[config.mk]
export PLATFORM = sky130hd
export DESIGN_NAME = sfp_port_regs_flat
export DESIGN_NICKNAME = d
export VERILOG_FILES = /design/src/include/sfp_macros.svh /design/src/design/sfp_pkg.sv /design/src/design/sfp_ctrl_if.sv /design/src/design/sfp_port_regs.sv /design/src/flat_wrapper.sv
export SDC_FILE = /design/constraint.sdc
export NUM_CORES = 1
export LEC_CHECK = 0
export BUFFER_PORTS_ARGS = -buffer_cell sky130_fd_sc_hd__buf_2
export CORE_ASPECT_RATIO = 0.7
export CORE_MARGIN = 4
export CORE_UTILIZATION = 40
export CTS_CLUSTER_SIZE = 25
export DETAILED_ROUTE_END_ITERATION = 6
export GPL_TIMING_DRIVEN = 1
export PLACE_DENSITY_LB_ADDON = 0.12
export SYNTH_ARGS = -nofsm -noshare
export SYNTH_HDL_FRONTEND = slang
export SYNTH_SLANG_ARGS = --single-unit
[constraint.sdc]
create_clock -name clk -period 0.9 [get_ports clk]
set_input_delay 0.045 -clock clk [delete_from_list [all_inputs] [get_ports clk]]
set_output_delay 0.045 -clock clk [all_outputs]
set_load 0.005 [all_outputs]
[src/include/sfp_macros.svh]
/*
  sfp port timing constants
  timer width, presence debounce, fault hold and retry limit
*/
`ifndef SFP_MACROS_SVH
`define SFP_MACROS_SVH

// width of the interval timer counter
`define SFP_TIMER_W 16

// cycles of steady presence before the port goes active
`define SFP_DEBOUNCE_CYCLES 16

// cycles the laser stays forced off after a fault
`define SFP_FAULT_HOLD_CYCLES 64

// faults before lockout, count itself saturates at 15
`define SFP_MAX_RETRIES 3

`endif

[src/design/sfp_pkg.sv]
/*
  sfp port shared definitions
  bus response codes, port FSM state encoding and register map addresses
*/
package sfp_pkg;

  // response codes on mm_response
  typedef enum logic [1:0] {
    resp_okay   = 2'b00,
    resp_idle   = 2'b10,  // nothing accessed since reset
    resp_decerr = 2'b11   // unmapped address
  } mm_resp_t;

  // bring-up / fault-recovery states
  typedef enum logic [2:0] {
    st_absent     = 3'd0,
    st_settle     = 3'd1,  // presence debounce running
    st_active     = 3'd2,
    st_fault_hold = 3'd3,  // laser forced off after tx_fault
    st_lockout    = 3'd4   // too many faults, waits for sw
  } port_state_t;

  // register offsets on mm_address
  localparam logic [3:0] reg_status  = 4'h0;
  localparam logic [3:0] reg_control = 4'h1;
  localparam logic [3:0] reg_state   = 4'h2;
  localparam logic [3:0] reg_events  = 4'h3;

endpackage

[src/design/sfp_ctrl_if.sv]
/*
  sfp port control interface
  carries port state and effective laser disable from the FSM to the
  register block, and sw requests back the other way
*/
`timescale 1ns/10ps

interface sfp_ctrl_if;
  import sfp_pkg::*;

  // driven by the FSM
  port_state_t state;
  logic [3:0]  fault_count;     // saturating fault counter
  logic        tx_disable_eff;  // what actually goes to the pin
  logic        present;         // FSM view of presence

  // driven by the register block
  logic        tx_disable_req;  // sw laser disable
  logic        fault_clear;     // one-cycle pulse, leaves lockout

  modport fsm (
    output state, fault_count, tx_disable_eff, present,
    input  tx_disable_req, fault_clear
  );

  modport regs (
    input  state, fault_count, tx_disable_eff, present,
    output tx_disable_req, fault_clear
  );

endinterface

[src/design/sfp_port_regs.sv]
/*
  sfp port register block
  status, control, state and event registers on plain read/write strobes,
  read data one cycle after the strobe, events are write-one-to-clear
*/
`timescale 1ns/10ps

module sfp_port_regs (
  input  logic       clk,
  input  logic       reset,
  input  logic       present_s,
  input  logic       los_s,
  input  logic       fault_s,
  input  logic [3:0] mm_address,
  input  logic       mm_read,
  input  logic       mm_write,
  input  logic [7:0] mm_writedata,
  output logic [7:0] mm_readdata,
  output logic [1:0] mm_response,
  output logic [1:0] ratesel,
  sfp_ctrl_if.regs   ctrl
);
  import sfp_pkg::*;

  logic [7:0] rd_data;
  mm_resp_t   rd_resp;
  mm_resp_t   wr_resp;

  logic       tx_disable_req_r;
  logic [1:0] ratesel_r;
  logic       fault_clear_r;

  logic [3:0] events;      // {fault, los rose, removed, inserted}
  logic [3:0] ev_set;
  logic [3:0] ev_clr;
  logic       present_d;   // previous cycle values for edge detect
  logic       los_d;
  logic       fault_d;

  // sw writes
  always_ff @(posedge clk or posedge reset)
  begin
    if (reset)
    begin
      tx_disable_req_r <= 1'b1;  // laser off until sw says otherwise
      ratesel_r        <= 2'b00;
      fault_clear_r    <= 1'b0;
      wr_resp          <= resp_idle;
    end
    else
    begin
      fault_clear_r <= 1'b0;  // self clearing
      if (mm_write)
      begin
        case (mm_address)
          reg_control:
          begin
            tx_disable_req_r <= mm_writedata[3];
            ratesel_r        <= mm_writedata[5:4];
            fault_clear_r    <= mm_writedata[0];
            wr_resp          <= resp_okay;
          end
          reg_status, reg_state, reg_events: wr_resp <= resp_okay;  // ro / w1c
          default: wr_resp <= resp_decerr;
        endcase
      end
    end
  end

  // edges seen by the FSM and the sync stage
  assign ev_set = {fault_s & ~fault_d,
                   los_s & ~los_d,
                   ~ctrl.present & present_d,
                   ctrl.present & ~present_d};
  assign ev_clr = (mm_write && mm_address == reg_events) ? mm_writedata[3:0] : 4'b0000;

  always_ff @(posedge clk or posedge reset)
  begin
    if (reset)
    begin
      events    <= 4'b0000;
      present_d <= 1'b0;
      los_d     <= 1'b1;  // matches sync reset, no event at startup
      fault_d   <= 1'b0;
    end
    else
    begin
      events    <= (events & ~ev_clr) | ev_set;  // new edge beats the clear
      present_d <= ctrl.present;
      los_d     <= los_s;
      fault_d   <= fault_s;
    end
  end

  // sw reads, data held until next mapped read
  always_ff @(posedge clk or posedge reset)
  begin
    if (reset)
    begin
      rd_data <= 8'h00;
      rd_resp <= resp_idle;
    end
    else if (mm_read)
    begin
      rd_resp <= resp_okay;
      case (mm_address)
        reg_status:
          rd_data <= {2'b00, ratesel_r, ctrl.tx_disable_eff, fault_s, los_s, present_s};
        reg_control: rd_data <= {2'b00, ratesel_r, tx_disable_req_r, 3'b000};
        reg_state:   rd_data <= {ctrl.fault_count, 1'b0, ctrl.state};
        reg_events:  rd_data <= {4'b0000, events};
        default:     rd_resp <= resp_decerr;  // data left alone
      endcase
    end
  end

  assign mm_readdata         = rd_data;
  assign mm_response         = mm_read ? rd_resp : wr_resp;
  assign ratesel             = ratesel_r;
  assign ctrl.tx_disable_req = tx_disable_req_r;
  assign ctrl.fault_clear    = fault_clear_r;

  a_no_rd_wr_overlap: assert property (@(posedge clk) disable iff (reset)
    !(mm_read && mm_write))
    else $error("sfp_port_regs: read and write strobes together");

endmodule

[src/flat_wrapper.sv]
// flat-port wrapper written by rule: the top's interface ports become plain ports
module sfp_port_regs_flat import sfp_pkg::*;
  (clk, reset, present_s, los_s, fault_s, mm_address, mm_read, mm_write, mm_writedata, mm_readdata, mm_response, ratesel, ctrl_state, ctrl_fault_count, ctrl_tx_disable_eff, ctrl_present, ctrl_tx_disable_req, ctrl_fault_clear);
  sfp_ctrl_if ctrl_i ();
  input  logic clk;
  input  logic reset;
  input  logic present_s;
  input  logic los_s;
  input  logic fault_s;
  input  logic [3:0] mm_address;
  input  logic mm_read;
  input  logic mm_write;
  input  logic [7:0] mm_writedata;
  output logic [7:0] mm_readdata;
  output logic [1:0] mm_response;
  output logic [1:0] ratesel;
  input wire logic [$bits(ctrl_i.state)-1:0] ctrl_state;
  input wire logic [$bits(ctrl_i.fault_count)-1:0] ctrl_fault_count;
  input wire logic [$bits(ctrl_i.tx_disable_eff)-1:0] ctrl_tx_disable_eff;
  input wire logic [$bits(ctrl_i.present)-1:0] ctrl_present;
  output wire logic [$bits(ctrl_i.tx_disable_req)-1:0] ctrl_tx_disable_req;
  output wire logic [$bits(ctrl_i.fault_clear)-1:0] ctrl_fault_clear;
  assign ctrl_i.state = ctrl_state;
  assign ctrl_i.fault_count = ctrl_fault_count;
  assign ctrl_i.tx_disable_eff = ctrl_tx_disable_eff;
  assign ctrl_i.present = ctrl_present;
  assign ctrl_tx_disable_req = ctrl_i.tx_disable_req;
  assign ctrl_fault_clear = ctrl_i.fault_clear;
  sfp_port_regs u_core (.clk(clk), .reset(reset), .present_s(present_s), .los_s(los_s), .fault_s(fault_s), .mm_address(mm_address), .mm_read(mm_read), .mm_write(mm_write), .mm_writedata(mm_writedata), .mm_readdata(mm_readdata), .mm_response(mm_response), .ratesel(ratesel), .ctrl(ctrl_i));
endmodule
==> flow_metrics.tcl, run 1 <==
set metrics [dict create \
    start_util_pct 41.9 \
    finalCriticalPeriod_ps 1070 \
    dieArea_sq_um 3470 \
    drc 0 \
    syn_area_sq_um 1030 \
    core-area_sq_um 2460 \
    power.share.clock_pct 25.8 \
    switching_share_pct 24.8 \
    p_per_area_nw_per_um2 1630 \
    synth.net_count 120 \
    rows 15 \
    pwr-share-comb_pct 23.3 \
    dp_hpwl_um 1750 \
    netlist.area_leader.share_pct 46.1 \
    max_slew_margin_pct 80.5 \
    cts_made_buffers 3 \
    p_seq_share_pct 51.0 \
    final_cell_mix "buf_2 (35), dfrtp_1 (19), buf_4 (13)" \
    vias 868 \
    post-route-cell-area_sq_um 1480 \
    status "complete, but fails checks" \
    final-setup-viol-count 5 \
    power.internal_w 0.00181 \
    p_switching_w 0.000600 \
    final_common_cell "buf_2" \
    holdCritPathClass "in2reg" \
    syn_to_final_growth_pct 43.9 \
    avgRoutedWirePerCell_um 12.7 \
    cp_data_required_time_ps 850 \
    whs_ps 12.9 \
    post_drt_via_cell_ratio 4.72 \
    maxCapViolCount 0 \
    end_kind "output pin" \
    synthesis.instances 92 \
    first_pass_iters 4 \
    routed_wl_um 2340 \
    num_antenna_cells 0 \
    preCtsSetupSlack_ps -164 \
    portBuffers 39 \
    clk_latency_ps 260 \
    final_layout_size_suffix_gt1_share_pct 46.0 \
    violations "setup timing" \
    tns_ps -506 \
    synth_area_leaders "dfrtp_1 (46%), dfstp_2 (10%), mux2_2 (5.5%)" \
    antenna_found_initial 0 \
    antenna_left 0 \
    period_share_pct 119 \
    die_x_um 68.7 \
    cts.sinks 23 \
    seq_area_frac_synth_pct 56.3 \
    ios 42 \
    overflow 0 \
    cts.clk_slew.worst_paths_ps 80 \
    clock_skew_ps 4.48 \
    instances_no_fill 184 \
    critical_path_class "reg2out" \
    yosys.area.top_type "dfrtp_1" \
    ir_drop_mv 0.907 \
    h-tree-depth 1 \
    rsz0062_at_grt "yes" \
    hold_viol 0 \
    fmax_mhz 937 \
    startpoint_type "flip-flop" \
    nNetsFinal 179 \
    syn_avg_cell_area_sq_um 11.2 \
    routabilityCongestion 0.742 \
    drt_iter0_drc 18 \
    tightest_slew_ps 293 \
    synth_cell_types 21 \
    layout_setup_ws_ps -167 \
    synth-seq-cells 23 \
    placed_cells 174 \
    root_buffer "clkbuf_8" \
    arrival_ps 1020 \
    grt_max_degree 24 \
    yosys_warnings 0 \
    gr-usage-all-layers_pct 14.4 \
    place_area_sq_um 1350 \
    report.final.slew_viol_count 0 \
    worstPathMaxFanout 2 \
    grt_pass1_vias 810 \
    cts_tree "done" \
    p_leak_nw 0.700 \
    die_h_um 50.5 \
    grt_pass1_wl_um 3720 \
    cts_buffer_depth 2 \
]
cell usage after synthesis (all sizes together):
library cell and instances:
o21ai 10, nor2b 1, clkbuf 1, o211ai 4, a22oi 2, a21oi 4
nand2 1, nor2 9, and2 1, dfstp 4, o21a 4, nor4 1
nand3 10, or3b 1, nor3b 1, mux2i 4, mux2 5, buf 3
dfrtp 19, inv 7
metrics by stage:
| stage | utilization [%] | power, W |
|---|---|---|
| final | 60.4 | 0.00241 |
| after global routing | 60.4 | 0.00256 |
| after CTS | 59.9 | 0.00244 |
| after detailed placement | 54.9 | 0.00174 |
| after global placement | 54.9 | 0.00173 |
| after floorplan | - | 0.00149 |
registers in the layout (all words and copies together) (netlist names):
signal	flops
u_core.ctrl.fault_clear	1
u_core.ctrl.tx_disable_req	1
u_core.events	4
u_core.fault_d	1
u_core.los_d	1
u_core.mm_readdata	8
u_core.present_d	1
u_core.ratesel	2
u_core.rd_resp	2
u_core.wr_resp	2
layer usage:
metal  up-vias  wire [um]  global-route usage, %  part of all wire (%)
met5         -          0                      0                     0
met4         0          7                   1.98                  0.30
met3         2        142                   4.70                   6.1
met2        21       1070                   21.6                    46
met1       409       1110                   20.8                    48
li1        436          -                      -                     -
repair_timing:
action,4_1_cts,5_1_grt
setup endpoints to repair,4,7
hold endpoints to repair,23,2
setup buffers,2,0
hold buffers,4,2
pin swaps,0,1
gates resized for setup,5,0
final timing paths:
path,to,cells past startpoint,slack (ps),startpoint
min in group asynchronous,u_core.mm_readdata[2]$_DFFE_PP0P_,4,360,reset
worst max register to register,u_core.mm_readdata[3]$_DFFE_PP0P_,3,-50,u_core.ctrl.tx_disable_req$_DFFE_PP1P_
max in group asynchronous,u_core.rd_resp[1]$_DFFE_PP1P_,4,260,reset
worst min register to register,u_core.events[3]$_DFF_PP0_,1,430,u_core.fault_d$_DFF_PP0_
worst min-delay path,u_core.ctrl.fault_clear$_DFF_PP0_,2,10,mm_writedata[0]
worst max-delay path,mm_response[1],2,-170,u_core.wr_resp[1]$_DFFE_PP1P_
cell families (layout without fill, tap and decap cells):
logic type             after synthesis  in the layout  share of synthesized area, %
AND/OR/NAND/NOR                     25             25                          14.7
AO/OA/AOI/OAI                       24             24                          14.1
flip-flops                          23             23                          56.3
multiplexers                         9              9                          9.34
buffers and inverters               11             69                          5.58
power by group through the flow:
stage | logic, W | clock network (W) | registers, W
2_1_floorplan | 0.000233 | 0 | 0.00126
3_3_place_gp | 0.000487 | 0 | 0.00124
3_5_place_dp | 0.000492 | 0 | 0.00125
4_1_cts | 0.000564 | 0.000645 | 0.00123
5_1_grt | 0.000624 | 0.000683 | 0.00125
6_report | 0.000561 | 0.000622 | 0.00123
cell type report:
cell class,instances,area (sq um)
Multi-Input combinational cell,58,410
Tap cell,34,42.5
Inverter,7,26.3
Clock inverter,1,5.00
Clock buffer,3,41.3
Fill cell,230,975
Sequential cell,23,581
Timing Repair Buffer,58,378
critical path, cell delays in order (launching register included):
cell	delay (ps)
dfstp_2	540
mux2_4	140
buf_6	80
Note: power is estimated with default switching activity, not from simulation.
==> run 2: changes to the inputs <==
- BUFFER_PORTS_ARGS: -buffer_cell sky130_fd_sc_hd__buf_2 -> unset
- CORE_UTILIZATION: 40 -> 30
- DONT_BUFFER_PORTS: unset -> 1
- SLEW_MARGIN: unset -> 10
==> run 2 against run 1 <==
Compared with the run above:
- the flow finishes with violations (hold timing, setup timing)
- power down 6.2%
- die area grew 28%
- cell area down 7.8%
- non-clock buffer count fell by 34
- setup slack better by 78 ps
- clock-buffer cell count grew 1
- fmax is 7.9% higher
- via count down 12%
- cell count fell by 11%
- critical path type unchanged
- highest routed layer unchanged
==> flow_metrics.tcl, run 2 (synthesis gave the netlist of run 1 again) <==
set metrics [dict create \
    worstPathMaxFanout 2 \
    min_from "mm_write" \
    drc 0 \
    status "complete, but fails checks" \
    ir_drop_mv 0.730 \
    path_cells "mux2_4" \
    crit_slowest_cell "dfstp_2" \
    rows 17 \
    root_buffer "clkbuf_8" \
    end_kind "output pin" \
    cts.sinks 23 \
    first_pass_iters 2 \
    holdCritPathClass "in2reg" \
    final_common_cell "dfrtp_1" \
    final_layout_size_suffix_gt1_share_pct 19.0 \
    arrival_ps 940 \
    dieArea_sq_um 4450 \
    grt_max_degree 19 \
    period_share_pct 110 \
    post-route-cell-area_sq_um 1370 \
    gr-usage-all-layers_pct 12.1 \
    largest_reg_flops 8 \
    hold_path_end "u_core.events[1]$_DFF_PP0_" \
    maxCapViolCount 0 \
    rr_worst_depth 3 \
    clock_skew_ps 0.718 \
    grt_pass1_wl_um 4200 \
    num_antenna_cells 0 \
    nNetsFinal 145 \
    r2r_setup_slack_ps -50 \
    syn_to_final_growth_pct 32.6 \
    rsz0062_at_grt "yes" \
    final_cell_mix "dfrtp_1 (19), dlygate4sd3_1 (16), nand3_1 (10), o21ai_0 (10), nor2_1 (9)" \
    final-setup-viol-count 4 \
    h-tree-depth 1 \
    antenna_left 0 \
    layout_setup_ws_ps -89.2 \
    multiInputGateArea_sq_um 410 \
    cts_buffer_depth 2 \
    critical_path.max_stage_delay_ps 540 \
    drt_iter0_drc 22 \
    place_area_sq_um 1130 \
    p_leak_nw 0.572 \
    tightest_slew_ps 280 \
    fillers 317 \
    finalCriticalPeriod_ps 989 \
    fmax_mhz 1010 \
    antenna_found_initial 0 \
    cts_made_buffers 3 \
    timing.rr.end "u_core.mm_readdata[3]$_DFFE_PP0P_" \
    routabilityCongestion 0.677 \
    core-area_sq_um 3230 \
    max_slew_margin_pct 81.4 \
    vias 761 \
    cp_data_required_time_ps 850 \
    clk_latency_ps 260 \
    grt_pass1_vias 807 \
    report.final.slew_viol_count 0 \
    die_x_um 78.1 \
    whs_ps -1.99 \
    ios 42 \
    ff_latch_area_sq_um 581 \
    p_per_area_nw_per_um2 1660 \
    violations "hold timing, setup timing" \
    hold_path_depth 3 \
    cts_tree "done" \
    start_util_pct 31.9 \
    critical_path_class "reg2out" \
    portBuffers 0 \
    post_drt_via_cell_ratio 4.67 \
    startpoint_type "flip-flop" \
    r2r_start "u_core.ctrl.tx_disable_req$_DFFE_PP1P_" \
    overflow 0 \
    dp_hpwl_um 1790 \
    routed_wl_um 2510 \
    cts.clk_slew.worst_paths_ps 80 \
    die_h_um 57.0 \
    preCtsSetupSlack_ps -29.5 \
    cp_top_family "flip-flops" \
    avgRoutedWirePerCell_um 15.4 \
    path_buf_inv 0 \
    postCtsSetupBuffers 0 \
    hold_viol 1 \
]
-- run 2: cell count changes in the layout (fill, tap and decap cells not counted) --
| cell | previous run | this run |
|---|---|---|
| clkinv_2 | 1 | 0 |
| clkbuf_1 | 0 | 1 |
| buf_4 | 13 | 4 |
| buf_2 | 35 | 0 |
| buf_12 | 0 | 1 |
| buf_6 | 4 | 1 |
| dlygate4sd3_1 | 6 | 16 |
| dlymetal6s4s_1 | 0 | 2 |
-- run 2: through the flow --
step                      power [W]  setup TNS, ps  utilization, %  cells  hold slack (ps)
final                       0.00226           -262            42.3    163            -1.99
after global routing        0.00241           -452            42.3    163             11.0
after CTS                   0.00230           -456            42.1    163            0.196
after detailed placement    0.00155          -29.5            34.9    141            -35.1
after global placement      0.00154          -14.6            34.9    141            -44.9
after floorplan             0.00149          -87.5               -     92             44.0
-- run 2: timing repair --
item                                    in CTS  in global routing
hold buffers                                18                  0
gates resized for setup                      2                  2
pin swaps                                    0                  0
endpoints found under the setup margin       4                  7
endpoints found under the hold margin       45                  0
-- run 2: final cells by class --
type | count | area share, %
sequential | 23 | 42.5
multi-input combinational | 58 | 30.0
timing repair buffer | 24 | 18.0
tap | 47 | 4.30
clock buffer | 4 | 3.29
inverter | 7 | 1.92
-- run 2: power breakdown --
part	total, W	switching, W	internal [W]	leakage, nW
clock	0.000652	0.000336	0.000316	0.0228
combinational	0.000353	0.000132	0.000220	0.293
sequential	0.00126	0.0000924	0.00117	0.256
-- run 2: per-layer routing --
metal,part of all wire [%],vias to the layer above,track usage (%)
li1,-,371,-
met1,47,366,16.3
met2,46,22,18.5
met3,6.8,2,4.89
met4,0.44,0,2.24
met5,0,-,0
-- run 2: worst min-delay path, cell delays in order --
cell,delay (ps)
nand3_1,40
o21ai_0,60
o21ai_0,70
-- run 2: worst max-delay path by stage --
| stage | startpoint | cells after the start | slack (ps) | to |
|---|---|---|---|---|
| 2_1_floorplan | mm_address[1] | 3 | -30 | u_core.ratesel[0]$_DFFE_PP0P_ |
| 3_3_place_gp | u_core.ctrl.tx_disable_req$_DFFE_PP1P_ | 3 | -10 | u_core.mm_readdata[3]$_DFFE_PP0P_ |
| 3_5_place_dp | u_core.ctrl.tx_disable_req$_DFFE_PP1P_ | 3 | -30 | u_core.mm_readdata[3]$_DFFE_PP0P_ |
| 4_1_cts | u_core.rd_resp[1]$_DFFE_PP1P_ | 1 | -110 | mm_response[1] |
| 5_1_grt | u_core.ctrl.tx_disable_req$_DFFE_PP1P_ | 3 | -130 | u_core.mm_readdata[3]$_DFFE_PP0P_ |
| 6_report | u_core.wr_resp[1]$_DFFE_PP1P_ | 1 | -90 | mm_response[1] |
==> run 3: changes to the inputs <==
- ABC_AREA: unset -> 1
==> run 3 against run 2 <==
Compared with the run above:
- the run ends with setup timing left
- register-to-register slack better by 90 ps
- sequential share of layout area down 1.8 points
- wire length up 5.8%
- power down 0.37%
- cell count up 26%
- sequential power about the same
- global-route usage up 0.38 points
- synthesized cell count up 43%
- combinational power about the same
- worst hold slack better by 4.9 ps
- largest power group unchanged
==> flow_metrics.tcl, run 3 <==
set metrics [dict create \
    synth_edf_count 0 \
    cts.sinks 23 \
    synth.net_count 160 \
    drc 0 \
    routed_wl_um 2660 \
    overflow 0 \
    die_x_um 80.0 \
    max_slew_margin_pct 79.3 \
    grt_max_degree 24 \
    rsz0062_at_grt "yes" \
    dp_hpwl_um 2050 \
    final_cell_mix "nand2_1 (42), dfrtp_1 (19), dlygate4sd3_1 (17)" \
    num_antenna_cells 0 \
    end_kind "output pin" \
    yosysMostFrequentCell "nand2_1" \
    hold_path_depth 3 \
    violations "setup timing" \
    antenna_found_initial 0 \
    wl_met3_um 201 \
    preCtsSetupSlack_ps 42.4 \
    clock_skew_ps 0.505 \
    first_pass_iters 4 \
    worstPathMaxFanout 2 \
    rows 18 \
    synthFlopType "dfrtp_1" \
    tightest_slew_ps 311 \
    min_from "los_s" \
    routabilityCongestion 0.749 \
    report.final.slew_viol_count 0 \
    clk_latency_ps 270 \
    h-tree-depth 1 \
    finalCriticalPeriod_ps 1020 \
    instances_no_fill 206 \
    syn_area_sq_um 1090 \
    synthesis.instances 132 \
    arrival_ps 970 \
    place_area_sq_um 1140 \
    async_flop_share_pct 100 \
    portBuffers 0 \
    final-setup-viol-count 2 \
    cts.clk_slew.worst_paths_ps 80 \
    start_util_pct 31.0 \
    cts_buffer_depth 2 \
    critical_path_class "reg2out" \
    fmax_mhz 985 \
    status "complete, but fails checks" \
    post_drt_via_cell_ratio 4.44 \
    ios 42 \
    rr_worst_depth 4 \
    startpoint_type "flip-flop" \
    wirelength_met1_um 1220 \
    synth_cell_types 18 \
    seq_area_frac_synth_pct 53.3 \
    gr-usage-all-layers_pct 12.5 \
    fin_util_pct 40.6 \
    r2r_start "u_core.ctrl.tx_disable_req$_DFFE_PP1P_" \
    cp_data_required_time_ps 850 \
    post-route-cell-area_sq_um 1430 \
    grt_pass1_vias 923 \
    syn_avg_cell_area_sq_um 8.26 \
    layout_setup_ws_ps -115 \
    grt_pass1_wl_um 4370 \
    holdCritPathClass "in2reg" \
    dieArea_sq_um 4680 \
    placed_cells 181 \
    vias 915 \
    r2r_setup_slack_ps 40 \
    top_layer_used "met4" \
    synth-seq-cells 23 \
    largest_reg_flops 8 \
    synth_area_leaders "dfrtp_1 (44%), nand2_1 (14%), dfstp_2 (9.6%)" \
    met2_length_um 1190 \
    yosys.area.top_type "dfrtp_1" \
    cts_tree "done" \
    final_common_cell "nand2_1" \
    antenna_left 0 \
    timing.rr.end "u_core.mm_readdata[3]$_DFFE_PP0P_" \
    root_buffer "clkbuf_8" \
    avgRoutedWirePerCell_um 12.9 \
    final_layout_size_suffix_gt1_share_pct 17.9 \
    core-area_sq_um 3510 \
    ys_top_cells_by_count "nand2_1 (42), dfrtp_1 (19), nand3_1 (16)" \
    nNetsFinal 185 \
    ir_drop_mv 0.609 \
    p_leak_nw 0.706 \
    die_h_um 58.4 \
    cts_made_buffers 3 \
    period_share_pct 113 \
    hold_viol 0 \
    yosys_warnings 0 \
    syn_to_final_growth_pct 30.9 \
    hold_path_end "u_core.events[2]$_DFF_PP0_" \
    netlist.area_leader.share_pct 43.6 \
    p_per_area_nw_per_um2 1580 \
    drt_iter0_drc 48 \
    maxCapViolCount 0 \
]
run 3: cell count changes after synthesis, moves of 5 or more:
cell,change
nand2_1,+41
mux2_2,-5
nand3_1,+6
inv_1,+8
run 3: logic make-up (layout without fill, tap and decap cells):
family	count (synthesis)	count (layout)	synth area share, %
and+or+nand+nor	74	74	31.1
DFF	23	23	53.3
buffers and inverters	20	44	8.38
AOI/OAI and AO/OA	15	15	7.23
run 3: cell type report:
type,count,area [sq um]
inverters,16,60.1
clock buffers,3,41.3
flip-flops and latches,23,581
well taps,50,62.6
clock inverters,1,5.00
repair buffers,24,241
multi-input cells,89,435
fillers,379,2090
run 3: per-stage QoR:
step | power (W) | TNS [ps] | hold slack, ps
final | 0.00226 | -189 | 2.91
after global routing | 0.00241 | -303 | 7.42
after detailed placement | 0.00153 | 0 | 1.45
after floorplan | 0.00145 | 0 | 44.0
after global placement | 0.00152 | 0 | -0.935
after CTS | 0.00229 | -411 | 1.43
run 3: worst max path at each step:
stage	to	from	slack, ps	cells after the start
2_1_floorplan	u_core.mm_readdata[3]$_DFFE_PP0P_	u_core.ctrl.tx_disable_req$_DFFE_PP1P_	80	4
3_3_place_gp	u_core.mm_readdata[3]$_DFFE_PP0P_	u_core.ctrl.tx_disable_req$_DFFE_PP1P_	60	4
3_5_place_dp	u_core.events[2]$_DFF_PP0_	mm_address[3]	40	6
6_report	mm_response[1]	u_core.wr_resp[1]$_DFFE_PP1P_	-120	2
5_1_grt	mm_response[1]	u_core.wr_resp[1]$_DFFE_PP1P_	-150	2
4_1_cts	mm_response[1]	u_core.wr_resp[1]$_DFFE_PP1P_	-130	2
run 3: critical path: stages, from the launching register on:
cell	delay (ps)
dfstp_2	540
inv_2	50
o21ai_2	120
run 3: power by group:
| part | switching, W | leakage [nW] | total [W] | internal, W |
|---|---|---|---|---|
| clock network | 0.000340 | 0.0255 | 0.000649 | 0.000310 |
| registers | 0.0000913 | 0.262 | 0.00125 | 0.00116 |
| logic | 0.000182 | 0.419 | 0.000353 | 0.000171 |
run 3: timing repair:
item	CTS	global route
hold buffers	20	0
buffers inserted	0	1
setup endpoints to repair	3	13
gates resized for setup	5	7
pin swaps	0	5
hold endpoints to repair	44	0
gates cloned	0	0
run 3: layer usage:
layer | GRT usage (%) | vias to the layer above
met5 | 0 | -
met4 | 5.06 | 0
met3 | 4.74 | 5
met2 | 19.7 | 32
met1 | 15.5 | 418
li1 | - | 460
